[config.mk]
export PLATFORM = sky130hd
export DESIGN_NAME = mmio_subsystem
export DESIGN_NICKNAME = d
export VERILOG_FILES = /design/src/rtl/mmio_pkg.sv /design/src/rtl/mmio_bus_if.sv /design/src/rtl/mmio_subsystem.sv /design/src/rtl/scratch_ram.sv /design/src/rtl/display_regs.sv /design/src/rtl/mmio_decoder.sv /design/src/rtl/io_script_master.sv
export SDC_FILE = /design/constraint.sdc
export NUM_CORES = 1
export LEC_CHECK = 0
export BUFFER_PORTS_ARGS = -buffer_cell sky130_fd_sc_hd__buf_2
export CORE_AREA = 2 2 289 291
export DETAILED_ROUTE_END_ITERATION = 8
export DIE_AREA = 0 0 291 293
export PLACE_DENSITY = 0.53
export SYNTH_ARGS = -nofsm -noshare
export SYNTH_HDL_FRONTEND = slang
export SYNTH_HIERARCHICAL = 1
export SYNTH_SLANG_ARGS = --single-unit
[constraint.sdc]
create_clock -name clk -period 4.05 [get_ports clk]
set_input_delay 0.2025 -clock clk [delete_from_list [all_inputs] [get_ports clk]]
set_output_delay 0.2025 -clock clk [all_outputs]
set_load 0.05 [all_outputs]
[src/rtl/mmio_pkg.sv]
package mmio_pkg;

	////////////////////////////////////////
	// Bus widths and address map
	////////////////////////////////////////

	localparam int data_width = 32;
	localparam int addr_width = 28;

	localparam logic [3:0] display_base = 4'h8;            // Top nibble of display region
	localparam logic [addr_width-1:0] display_ptr_addr = 28'h800_0004;  // Frame start pointer
	localparam logic [addr_width-1:0] display_ctrl_addr = 28'h800_0005; // Bit 0 is display on

	////////////////////////////////////////
	// Enums
	////////////////////////////////////////

	typedef enum logic {op_read, op_write} cmd_op_e;

	typedef enum logic [1:0] {st_issue, st_wait_ready, st_pace} master_state_e;

	typedef enum logic {pass_write, pass_read} pass_e;

	////////////////////////////////////////
	// Command script
	////////////////////////////////////////

	localparam int script_len = 9;

	// Final register values once a write pass completes
	localparam logic [data_width-1:0] ptr_final = 32'h0020_0000;
	localparam logic [data_width-1:0] ctrl_final = 32'h0000_0001;

	typedef struct packed {
		logic [addr_width-1:0] addr;
		logic [data_width-1:0] wdata;
		logic [data_width-1:0] expected; // Last value written to addr in the pass
	} script_entry_t;

	localparam script_entry_t script_table [script_len] = '{
		'{display_ptr_addr,  32'h0000_0000, ptr_final},      // Start address
		'{display_ctrl_addr, 32'h0000_0000, ctrl_final},     // Display off
		'{28'h000_0002,      32'ha5a5_0002, 32'ha5a5_0002},  // Scratch word 2
		'{display_ctrl_addr, 32'h0100_0001, ctrl_final},
		'{display_ptr_addr,  32'h0010_0000, ptr_final},
		'{28'h000_0007,      32'h5a5a_0007, 32'h5a5a_0007},  // Scratch word 7
		'{display_ptr_addr,  ptr_final,     ptr_final},      // Last pointer write
		'{28'h000_000f,      32'hc3c3_000f, 32'hc3c3_000f},  // Scratch word 15
		'{display_ctrl_addr, ctrl_final,    ctrl_final}      // Display on
	};

endpackage
[src/rtl/mmio_bus_if.sv]
interface mmio_bus_if
	import mmio_pkg::*;
();

	// Request side
	logic valid;
	cmd_op_e op;
	logic [addr_width-1:0] addr;
	logic [data_width-1:0] wdata;

	// Response side
	logic ready;                 // One cycle pulse
	logic [data_width-1:0] rdata; // Valid with ready on reads

	modport master (
		output valid, op, addr, wdata,
		input ready, rdata
	);

	modport target (
		input valid, op, addr, wdata,
		output ready, rdata
	);

endinterface

[src/rtl/mmio_subsystem.sv]
module mmio_subsystem
	import mmio_pkg::*;
#(
	parameter int cycle_delay = 1000,
	parameter int ram_words = 16
)
(
	input logic clk,
	input logic rst,
	input logic io_stall,
	output logic error,
	output logic round_done,
	output logic display_on,
	output logic [data_width-1:0] display_ptr,
	output logic cmd_valid,
	output logic cmd_ready
);

	mmio_bus_if req_bus ();   // Master to decoder
	mmio_bus_if disp_bus ();  // Decoder to display regs
	mmio_bus_if ram_bus ();   // Decoder to scratch RAM

	////////////////////////////////////////
	// Command path
	////////////////////////////////////////

	io_script_master #(
		.cycle_delay(cycle_delay)
	) i_master (
		.clk(clk),
		.rst(rst),
		.bus(req_bus),
		.error(error),
		.round_done(round_done)
	);

	mmio_decoder i_decoder (
		.clk(clk),
		.rst(rst),
		.io_stall(io_stall),
		.up(req_bus),
		.disp(disp_bus),
		.ram(ram_bus)
	);

	display_regs i_display (
		.clk(clk),
		.rst(rst),
		.bus(disp_bus),
		.display_on(display_on),
		.display_ptr(display_ptr)
	);

	scratch_ram #(
		.ram_words(ram_words)
	) i_ram (
		.clk(clk),
		.bus(ram_bus)
	);

	// Handshake brought out for observation
	assign cmd_valid = req_bus.valid;
	assign cmd_ready = req_bus.ready;

endmodule

[src/rtl/scratch_ram.sv]
module scratch_ram
	import mmio_pkg::*;
#(
	parameter int ram_words = 16
)
(
	input logic clk,
	mmio_bus_if.target bus
);

	localparam int idx_w = $clog2(ram_words);

	logic [data_width-1:0] mem [ram_words];
	logic [data_width-1:0] rdata_q;
	logic [idx_w-1:0] word;    // Low address bits, upper bits alias
	logic ready_q;

	assign word = bus.addr[idx_w-1:0];

	always_ff @(posedge clk)
	begin
		if (bus.valid && (bus.op == op_write))
			mem[word] <= bus.wdata;
		rdata_q <= mem[word];   // Old data on a write, unused there
	end

	// Answer one cycle after strobe
	always_ff @(posedge clk)
	begin
		ready_q <= bus.valid;
	end

	assign bus.ready = ready_q;
	assign bus.rdata = rdata_q;

endmodule

[src/rtl/display_regs.sv]
module display_regs
	import mmio_pkg::*;
(
	input logic clk,
	input logic rst,
	mmio_bus_if.target bus,
	output logic display_on,
	output logic [data_width-1:0] display_ptr
);

	logic [data_width-1:0] ptr_q;   // Frame start address
	logic [data_width-1:0] ctrl_q;  // Control word
	logic [data_width-1:0] rdata_q;
	logic ready_q;
	logic wr;

	assign wr = bus.valid && (bus.op == op_write);

	////////////////////////////////////////
	// Registers
	////////////////////////////////////////

	always_ff @(posedge clk)
	begin
		if (rst)
		begin
			ptr_q <= '0;
			ctrl_q <= '0;   // Display off
			ready_q <= 1'b0;
		end
		else
		begin
			ready_q <= bus.valid;  // Answer one cycle after strobe
			if (wr)
			begin
				if (bus.addr == display_ptr_addr)
					ptr_q <= bus.wdata;
				else if (bus.addr == display_ctrl_addr)
					ctrl_q <= bus.wdata;
				// Other display addresses drop the write
			end
		end
	end

	// Read-back
	always_ff @(posedge clk)
	begin
		if (bus.valid)
		begin
			case (bus.addr)
				display_ptr_addr: rdata_q <= ptr_q;
				display_ctrl_addr: rdata_q <= ctrl_q;
				default: rdata_q <= '0;   // Unused hole reads zero
			endcase
		end
	end

	assign bus.ready = ready_q;
	assign bus.rdata = rdata_q;

	assign display_on = ctrl_q[0];
	assign display_ptr = ptr_q;

endmodule

[src/rtl/mmio_decoder.sv]
module mmio_decoder
	import mmio_pkg::*;
(
	input logic clk,
	input logic rst,
	input logic io_stall,     // Back-pressure, blocks acceptance
	mmio_bus_if.target up,
	mmio_bus_if.master disp,
	mmio_bus_if.master ram
);

	logic busy;                // Request between accept and ready
	logic strobe;              // Target strobe, one cycle after accept
	logic sel_disp;            // Latched route, display when set
	logic accept;
	logic tgt_ready;

	cmd_op_e req_op;
	logic [addr_width-1:0] req_addr;
	logic [data_width-1:0] req_wdata;

	assign accept = up.valid && !busy && !io_stall;

	////////////////////////////////////////
	// Decode stage
	////////////////////////////////////////

	always_ff @(posedge clk)
	begin
		if (rst)
		begin
			busy <= 1'b0;
			strobe <= 1'b0;
			sel_disp <= 1'b0;
		end
		else
		begin
			strobe <= accept;
			if (accept)
			begin
				busy <= 1'b1;
				// Top nibble picks the target, anything outside display hits the RAM
				sel_disp <= (up.addr[addr_width-1 -: 4] == display_base);
			end
			else if (up.ready)
			begin
				busy <= 1'b0;  // Response handed back
			end
		end
	end

	// Request payload
	always_ff @(posedge clk)
	begin
		if (accept)
		begin
			req_op <= up.op;
			req_addr <= up.addr;
			req_wdata <= up.wdata;
		end
	end

	////////////////////////////////////////
	// Target side
	////////////////////////////////////////

	assign disp.valid = strobe && sel_disp;
	assign disp.op = req_op;
	assign disp.addr = req_addr;
	assign disp.wdata = req_wdata;

	assign ram.valid = strobe && !sel_disp;
	assign ram.op = req_op;
	assign ram.addr = req_addr;
	assign ram.wdata = req_wdata;

	// Response mux, ready only while a request is held
	assign tgt_ready = sel_disp ? disp.ready : ram.ready;
	assign up.ready = busy && tgt_ready;
	assign up.rdata = sel_disp ? disp.rdata : ram.rdata;

endmodule

[src/rtl/io_script_master.sv]
module io_script_master
	import mmio_pkg::*;
#(
	parameter int cycle_delay = 1000 // Idle cycles between commands, at least 1
)
(
	input logic clk,
	input logic rst,
	mmio_bus_if.master bus,
	output logic error,
	output logic round_done
);

	localparam int idx_w = $clog2(script_len);
	localparam int pace_w = $clog2(cycle_delay + 1);
	localparam logic [idx_w-1:0] last_idx = idx_w'(script_len - 1);
	localparam logic [pace_w-1:0] pace_last = pace_w'(cycle_delay - 1);

	master_state_e state;
	pass_e pass;
	logic [idx_w-1:0] idx;      // Current script entry
	logic [pace_w-1:0] pace_cnt;
	logic valid_q;
	logic cmd_done;             // Current command completes this cycle
	logic rd_check;             // Read response to compare
	script_entry_t entry;

	////////////////////////////////////////
	// Command outputs
	////////////////////////////////////////

	assign entry = script_table[idx];

	// Entry held stable while valid, idx only moves on ready
	assign bus.valid = valid_q;
	assign bus.op = (pass == pass_write) ? op_write : op_read;
	assign bus.addr = entry.addr;
	assign bus.wdata = entry.wdata;

	assign cmd_done = (state == st_wait_ready) && bus.ready;
	assign rd_check = cmd_done && (pass == pass_read);

	// Last read of the round
	assign round_done = rd_check && (idx == last_idx);

	////////////////////////////////////////
	// Sequencer
	////////////////////////////////////////

	always_ff @(posedge clk)
	begin
		if (rst)
		begin
			state <= st_issue;   // First write goes out right after reset
			pass <= pass_write;
			idx <= '0;
			pace_cnt <= '0;
			valid_q <= 1'b0;
		end
		else
		begin
			case (state)
				st_issue:
				begin
					valid_q <= 1'b1;
					state <= st_wait_ready;
				end

				st_wait_ready:
				begin
					if (bus.ready)
					begin
						valid_q <= 1'b0;  // Drop in the cycle after ready
						pace_cnt <= '0;
						state <= st_pace;
						if (idx == last_idx)
						begin
							// Wrap and switch pass
							idx <= '0;
							pass <= (pass == pass_write) ? pass_read : pass_write;
						end
						else
						begin
							idx <= idx + 1'b1;
						end
					end
				end

				st_pace:
				begin
					// Valid rises straight from pacing so the gap is exactly cycle_delay
					if (pace_cnt == pace_last)
					begin
						valid_q <= 1'b1;
						state <= st_wait_ready;
					end
					else
					begin
						pace_cnt <= pace_cnt + 1'b1;
					end
				end

				default:
				begin
					valid_q <= 1'b0;
					state <= st_issue;
				end
			endcase
		end
	end

	////////////////////////////////////////
	// Read-back check
	////////////////////////////////////////

	always_ff @(posedge clk)
	begin
		if (rst)
			error <= 1'b0;
		else if (rd_check && (bus.rdata != entry.expected))
			error <= 1'b1; // Sticky until reset
	end

endmodule

==> results of run 1 <==
metrics by stage:
stage	hold slack [ps]	cell area (µm²)	worst slack, ps	instances	utilization, %
detailed placement	466	29500	1370	2623	36.0
CTS	50.4	31900	805	2763	38.9
finish	73.9	31900	878	2763	38.9
global route	63.0	31900	666	2763	38.9
global placement	458	29500	1420	2623	36.0
floorplan	272	28500	16.0	1660	-
power breakdown:
group | leakage, nW | total, mW | switching [mW] | internal [mW]
Combinational | 2.65 | 0.349 | 0.194 | 0.155
Clock | 1.18 | 6.73 | 2.79 | 3.94
Sequential | 6.53 | 8.21 | 0.102 | 8.11
cell type report:
class	count	share of cell area, %
flip-flops and latches	725	64.5
multi-input cells	738	21.6
clock buffers	116	6.75
well taps	1070	4.20
repair buffers	77	1.99
clock inverters	23	0.801
inverters	14	0.165
state kept, by name (all words and copies together), names as in the netlist:
name                   count
i_ram/bus.ready            1
i_master/state             2
i_display/bus.ready        1
i_display/display_ptr     32
i_master/idx               4
i_decoder/disp.op          1
i_decoder/disp.addr       28
i_master/error             1
i_master/pass              1
i_decoder/strobe           1
i_master/pace_cnt         10
i_decoder/sel_disp         1
i_decoder/busy             1
i_ram/mem                512
i_ram/bus.rdata           32
i_decoder/disp.wdata      32
i_display/bus.rdata       32
i_display/ctrl_q          32
i_master/bus.valid         1
repair_timing:
action | 4_1_cts | 5_1_grt
buffers inserted | 0 | 0
gates resized for setup | 0 | 0
hold buffers | 1 | 0
endpoints found under the hold margin | 12 | 0
endpoints found under the setup margin | 0 | 0
layer usage:
layer	track usage (%)	part of all wire, %	wire length [µm]
met4	4.65	2.8	1790
met1	20.2	44	28400
met3	2.49	4.1	2640
met2	25.4	49	31800
met5	0	0	0
worst register-to-register path: cells and delay by family, from the launching register on:
kind / cells / cell delay [ps]
compound gates: 2 / 300
simple gates: 2 / 460
flops: 1 / 760
buf+inv: 1 / 400
mux: 2 / 640
worst paths after layout:
kind	end	slack (ps)	cells after the start
worst min register to register	i_display/ctrl_q[9]$_SDFFE_PP0P_	470	2
worst max register to register	i_master/error$_SDFFE_PP0P_	1360	7
worst min-delay path	i_master/pace_cnt[0]$_SDFFE_PP0P_	70	2
worst max-delay path	round_done	880	6
==> impl_metrics.toml, run 1 <==
[timing]
finalCritPeriodShare_pct = 78.3
rsz0062_at_grt = "no"
drv_slew = 0
hold_viol_final = 0
skew_ps = 25.4
maxSlewHeadroom_pct = 27.5
tns_ps = 0
worstMarginPinSlew_ps = 1090
fin_crit_ps = 3170
setup_violations = 0
fmax_mhz = 315

[final_layout]
final_cell_mix = "605 x edfxtp_1, 128 x mux4_2, 119 x dfxtp_1, 76 x clkbuf_16, 76 x a21oi_1"
area_delta_synth_final_pct = 12.2
n_antenna_cell = 0
multi_input_area_um2 = 6880
drive_gt1_share_pct = 22.7
fillers = 7425
layout.nets = 1640
final_common_cell = "edfxtp_1"
final-seq-area_um2 = 20600

[power]
vdd_ir_drop_max_mv = 0.363
finalPower_mw = 15.3
power_density_nw_per_um2 = 480
power.leakage_nw = 10.3

[worst_hold_path]
hold_start = "rst"
hold_path.class = "in2reg"

[synthesis]
syn-cell-area_um2 = 28400
yosys_warnings = 6
avgSynthCellArea_um2 = 17.5
synth_cells = 1626

[worst_setup_path]
crit_start = "i_decoder/sel_disp$_SDFFE_PP0P_"
crit_type = "reg2out"
arrival_ps = 2970
crit_slowest_cell = "dfxtp_2"
crit_buf_inv = 1
cp_slowest_stage_delay_ps = 760
critPathTopFamily = "simple AND/OR/NAND/NOR gates"
cp-start-kind = "flip-flop"
crit_chain = "mux2i_1 -> nor2b_2 -> and3b_2 -> nand2_1 -> nor2_1 -> buf_2"
cp.required_ps = 3850
cp-end-kind = "output port"
path_max_fanout = 22
rr_startpoint = "i_decoder/sel_disp$_SDFFE_PP0P_"

[place]
dpl.hpwl_mm = 37.0
gp_congestion = 0.822
io_buffers = 39

[detailed_routing]
dr.pass1.iters = 6
first_iter_violations = 1372
wl_per_cell_um = 23.4
drc = 0
vias = 14200
drt-total-wl_mm = 64.7
vias_per_cell = 5.15
final_antenna_net_count = 0

[global_routing]
grt_start_max_net_pins = 127
antenna_found_initial = 0
grt_overflow = 0
groute.usage.overall_pct = 15.1
grt_pass1_wl_mm = 95.2
grt_pass1_vias = 14600

[clocking]
cts_tree = "done"
cts_root_buf = "clkbuf_16"
clkSinkCount = 725
clockBufferDepth = 3
numCtsBuffers = 75
cts.reportedPaths.clkPinSlew_ps = 60
htree_num_levels = 3
clk_latency_ps = 620

[floorplan]
initial_core_util_pct = 34.7
die_w_um = 291
die-area_um2 = 85300
ios = 40
die_h_um = 293
core.rowCount = 105
core_area_um2 = 81800

[run]
maxCapViolations = 0

[status]
outcome = "finished, final reports clean"
Note: power is estimated with default switching activity, not from simulation.
==> run 2: changes to the inputs <==
==> constraint.sdc (replaced) <==
create_clock -name clk -period 2.75 [get_ports clk]
set_input_delay 0.1375 -clock clk [delete_from_list [all_inputs] [get_ports clk]]
set_output_delay 0.1375 -clock clk [all_outputs]
set_load 0.05 [all_outputs]
==> impl_metrics.toml, run 2 (synthesis gave the netlist of run 1 again) <==
[worst_setup_path]
rr_startpoint = "i_decoder/sel_disp$_SDFFE_PP0P_"
crit_chain = "mux2i_1 -> nor2b_2 -> and3b_2 -> nand2_1 -> nor2_1 -> buf_2"
reg2reg_setup_slack_ps = 510
r2r-end = "i_master/error$_SDFFE_PP0P_"
cp.required_ps = 2610
cp-start-kind = "flip-flop"
arrival_ps = 2330
ff2ff_path_depth = 7
crit_slowest_cell = "dfxtp_4"
crit_type = "reg2out"
cp_slowest_stage_delay_ps = 500
cp-end-kind = "output port"
path_max_fanout = 16

[detailed_routing]
drt-total-wl_mm = 67.6
drc = 0
wl_per_cell_um = 24.1
first_iter_violations = 1350
vias = 14500
vias_per_cell = 5.17
final_antenna_net_count = 0
dr.pass1.iters = 5

[final_layout]
drive_gt1_share_pct = 24.9
final_cell_mix = "605 x edfxtp_1, 128 x mux4_2, 118 x dfxtp_1, 79 x clkbuf_16, 76 x a21oi_1"
fin_area_um2 = 32500
layout.nets = 1685
finish.utilization_pct = 39.8
n_antenna_cell = 0
area_delta_synth_final_pct = 14.6
fillers = 7360
regMostFlops = "i_ram/mem"
stdcell_count = 2810
largest_reg_flops = 512
final_common_cell = "edfxtp_1"

[place]
dpl.hpwl_mm = 41.1
placed_cell_area_um2 = 30000
io_buffers = 39
pre_cts_slack_ps = 416
dp.cells = 2664
gp_congestion = 0.805

[timing]
fmax_mhz = 405
rsz0062_at_grt = "no"
fin_ws_ps = 284
drv_slew = 0
finalCritPeriodShare_pct = 89.7
hold_viol_final = 0
maxSlewHeadroom_pct = 41.9
setup_violations = 0
fin_crit_ps = 2470
worstMarginPinSlew_ps = 871
skew_ps = 24.6

[clocking]
clk_latency_ps = 620
cts.reportedPaths.clkPinSlew_ps = 60
htree_num_levels = 3
cts_tree = "done"
cts_root_buf = "clkbuf_16"
clkSinkCount = 725
clockBufferDepth = 3
numCtsBuffers = 77

[floorplan]
die-area_um2 = 85300
die_h_um = 293
ios = 40
initial_core_util_pct = 34.7
die_w_um = 291
core.rowCount = 105
core_area_um2 = 81800

[global_routing]
grt_pass1_vias = 14900
grt_start_max_net_pins = 65
groute.usage.overall_pct = 15.9
antenna_found_initial = 0
grt_pass1_wl_mm = 100
grt_overflow = 0

[worst_hold_path]
hold_path.class = "in2reg"
hold_start = "rst"
hold_depth = 2
min_to = "i_decoder/sel_disp$_SDFFE_PP0P_"

[power]
vdd_ir_drop_max_mv = 0.473
power.leakage_nw = 10.7
power_density_nw_per_um2 = 700

[run]
maxCapViolations = 0

[status]
outcome = "finished, final reports clean"
run 2: cell types whose count changed in the layout (fill, tap and decap cells not counted), moves of 3 or more:
cell       delta
buf_12       +18
buf_4        +25
clkbuf_1      -7
clkbuf_16     +3
clkbuf_8      -3
clkinv_1      +5
clkinv_2      +5
inv_6         -3
nor3_2        -4
nor3_4        +4
run 2: how the worst max path moves through the flow:
stage / startpoint / endpoint / slack, ps / depth (start not counted)
after floorplan: i_decoder/disp.addr[0]$_DFFE_PP_ / i_ram/mem[12][0]$_DFFE_PP_ / -410 / 6
after global placement: i_decoder/sel_disp$_SDFFE_PP0P_ / i_master/error$_SDFFE_PP0P_ / 370 / 7
after detailed placement: i_decoder/sel_disp$_SDFFE_PP0P_ / i_master/error$_SDFFE_PP0P_ / 420 / 7
after CTS: i_decoder/sel_disp$_SDFFE_PP0P_ / round_done / 30 / 6
after global routing: i_decoder/sel_disp$_SDFFE_PP0P_ / round_done / 140 / 6
final: i_decoder/sel_disp$_SDFFE_PP0P_ / round_done / 280 / 6
run 2: worst max-delay path: cells and delay by family, from the launching register on:
kind / cells / cell delay (ps)
flip-flops: 1 / 500
buffers and inverters: 1 / 280
AND/OR/NAND/NOR: 4 / 750
multiplexers: 1 / 180
run 2: layout make-up:
class                      count  area (µm²)  area share, %
multi-input combinational    738        6900           21.2
inverter                      14        52.6          0.161
sequential                   725       20600           63.2
tap                         1070        1340           4.11
clock buffer                 110        2170           6.66
clock inverter                33         330           1.01
timing repair buffer         120        1180           3.63
run 2: metal layers:
layer,up-vias,part of all wire (%),global-route usage [%]
met5,-,0,0
met3,94,3.9,2.54
li1,6378,-,-
met4,0,2.3,4.31
met2,321,50,26.9
met1,7745,44,21.3
run 2: through the flow:
stage / TNS [ps] / total power [mW] / hold slack, ps
floorplan: -137630 / 12.7 / 207
global placement: 0 / 12.9 / 457
detailed placement: 0 / 12.9 / 465
CTS: 0 / 23.0 / 82.3
global route: 0 / 23.5 / 133
finish: 0 / 22.8 / 109
run 2: where the power goes:
part | switching, mW | internal (mW) | total [mW]
clock network | 4.21 | 5.92 | 10.1
logic | 0.297 | 0.254 | 0.551
registers | 0.158 | 11.9 | 12.1
run 2: timing repair:
action                                 in CTS  in global routing
endpoints found under the hold margin       5                  0
setup endpoints to repair                   1                  1
gates cloned                                0                  0
setup buffers                               0                  2
gates resized for setup                     1                  0
hold buffers                                1                  0
==> run 3: changes to the inputs <==
--- a/config.mk
+++ b/config.mk
@@ -5,11 +5,13 @@
 export SDC_FILE = /design/constraint.sdc
 export NUM_CORES = 1
 export LEC_CHECK = 0
+export ABC_AREA = 1
 export BUFFER_PORTS_ARGS = -buffer_cell sky130_fd_sc_hd__buf_2
-export CORE_AREA = 2 2 289 291
+export CORE_AREA = 2 2 295 297
 export DETAILED_ROUTE_END_ITERATION = 8
-export DIE_AREA = 0 0 291 293
-export PLACE_DENSITY = 0.53
+export DIE_AREA = 0 0 297 299
+export PLACE_DENSITY = 0.55
+export REMOVE_ABC_BUFFERS = 1
 export SYNTH_ARGS = -nofsm -noshare
 export SYNTH_HDL_FRONTEND = slang
 export SYNTH_HIERARCHICAL = 1
==> impl_metrics.toml, run 3 <==
[power]
power.leakage_nw = 14.4
vdd_ir_drop_max_mv = 0.404
power_density_nw_per_um2 = 674
seq_power_share_pct = 51.9
p_int_mw = 18.2
clkPwrFrac_pct = 43.9
comb_power_share_pct = 4.3
switchingPower_mw = 5.27
swShare_pct = 22.4

[floorplan]
die_h_um = 299
die-area_um2 = 88800
initial_core_util_pct = 36.4
ios = 40
die_w_um = 297
core.rowCount = 108
core_area_um2 = 85900

[worst_setup_path]
arrival_ps = 2420
ff2ff_path_depth = 14
path_max_fanout = 22
crit_buf_inv = 3
cp-start-kind = "flip-flop"
reg2reg_setup_slack_ps = 260
rr_startpoint = "i_decoder/sel_disp$_SDFFE_PP0P_"
crit_slowest_cell = "dfxtp_2"
critPathTopFamily = "buffers and inverters"
crit_type = "reg2out"
cp-end-kind = "output port"
r2r-end = "i_master/error$_SDFFE_PP0P_"
cp_slowest_stage_delay_ps = 380
cp.required_ps = 2610
crit_chain = "buf_4 -> o21ai_2 -> nor2_4 -> nand3_1 -> nor2_1 -> inv_1 -> nor2_1 -> buf_4"

[final_layout]
final_common_cell = "nand2_1"
drive_gt1_share_pct = 8.90
stdcell_count = 4449
layout.nets = 3235
final_cell_mix = "1665 x nand2_1, 605 x edfxtp_1, 193 x inv_1, 160 x nor2_1, 119 x dfxtp_1"
finish.utilization_pct = 40.5
largest_reg_flops = 512
regMostFlops = "i_ram/mem"
fin_area_um2 = 34800
area_delta_synth_final_pct = 11.3

[worst_hold_path]
hold_path.class = "in2reg"
hold_depth = 3
hold_start = "rst"
min_to = "i_master/state[1]$_SDFFE_PP0P_"

[timing]
worstMarginPinSlew_ps = 906
maxSlewHeadroom_pct = 39.6
skew_ps = 29.9
hold_slack_ps = 423
finalCritPeriodShare_pct = 93.1
setup_violations = 0
drv_slew = 0
fin_crit_ps = 2560
rsz0062_at_grt = "no"
fmax_mhz = 391
hold_viol_final = 0

[global_routing]
groute.usage.overall_pct = 17.9
grt_pass1_wl_mm = 121
grt_overflow = 0
antenna_found_initial = 3
grt_start_max_net_pins = 166
grt_pass1_vias = 19800

[synthesis]
synth_cells = 3227
yosys_warnings = 6
syn-cell-area_um2 = 31300
avgSynthCellArea_um2 = 9.69

[detailed_routing]
wl_per_cell_um = 17.8
vias_per_cell = 4.61
vias = 20500
first_iter_violations = 1461
final_antenna_net_count = 0
drc = 0
dr.pass1.iters = 5
drt-total-wl_mm = 79.2

[clocking]
cts_setup_buffers = 0
numCtsBuffers = 79
cts_root_buf = "clkbuf_16"
htree_num_levels = 3
clkSinkCount = 725
clockBufferDepth = 3
cts.reportedPaths.clkPinSlew_ps = 60
cts_tree = "done"
clk_latency_ps = 640

[status]
outcome = "finished, final reports clean"

[run]
maxCapViolations = 0

[place]
dp.cells = 4297
placed_cell_area_um2 = 32300
io_buffers = 39
gp_congestion = 0.799
dpl.hpwl_mm = 44.9
run 3: layout make-up:
| cell class | count | area [µm²] |
|---|---|---|
| Fill cell | 8539 | 51100 |
| Clock buffer | 116 | 2220 |
| Antenna cell | 1 | 2.50 |
| Multi-Input combinational cell | 2104 | 8560 |
| Inverter | 205 | 800 |
| Tap cell | 1155 | 1450 |
| Clock inverter | 32 | 308 |
| Sequential cell | 725 | 20600 |
| Timing Repair Buffer | 111 | 921 |
run 3: worst max-delay path by stage:
stage	slack [ps]	cells past startpoint	from	to
after floorplan	-4740	3	i_decoder/disp.addr[0]$_DFFE_PP_	i_ram/mem[0][0]$_DFFE_PP_
after global placement	300	14	i_decoder/sel_disp$_SDFFE_PP0P_	i_master/error$_SDFFE_PP0P_
after detailed placement	360	14	i_decoder/sel_disp$_SDFFE_PP0P_	i_master/error$_SDFFE_PP0P_
after CTS	6	9	i_decoder/sel_disp$_SDFFE_PP0P_	round_done
after global routing	0.9	8	i_decoder/sel_disp$_SDFFE_PP0P_	round_done
final	190	8	i_decoder/sel_disp$_SDFFE_PP0P_	round_done
run 3: tightest hold or removal path, cell delays in order:
cell,delay (ps)
dlygate4sd3_1,530
buf_2,210
nor2_1,120
run 3: layer usage:
| metal | routed length, µm | vias to the layer above | global-route usage (%) |
|---|---|---|---|
| met1 | 36400 | 9798 | 24.7 |
| li1 | - | 10100 | - |
| met3 | 3780 | 118 | 2.41 |
| met2 | 37100 | 457 | 29.2 |
| met5 | 0 | - | 0 |
| met4 | 1850 | 0 | 5.83 |
run 3: through the flow:
| step | TNS (ps) | total power, mW | setup WS (ps) |
|---|---|---|---|
| CTS | 0 | 23.7 | 5.77 |
| finish | 0 | 23.5 | 190 |
| global placement | 0 | 13.4 | 302 |
| detailed placement | 0 | 13.4 | 363 |
| floorplan | -2691590 | 13.0 | -4740 |
| global route | 0 | 24.3 | 0.925 |
run 3: timing repair:
item                                    4_1_cts  5_1_grt
hold buffers                                  3        0
endpoints found under the setup margin        1        1
hold endpoints to repair                     22        0
resized for setup                             2        2
run 3: power groups by stage:
stage                     sequential (mW)  combinational [mW]  clock (mW)
after floorplan                      12.4               0.634           0
after global placement               12.4               0.995           0
after detailed placement             12.4               0.997           0
after CTS                            12.2                1.01        10.5
after global routing                 12.2                1.13        11.0
final                                12.2               0.998        10.3
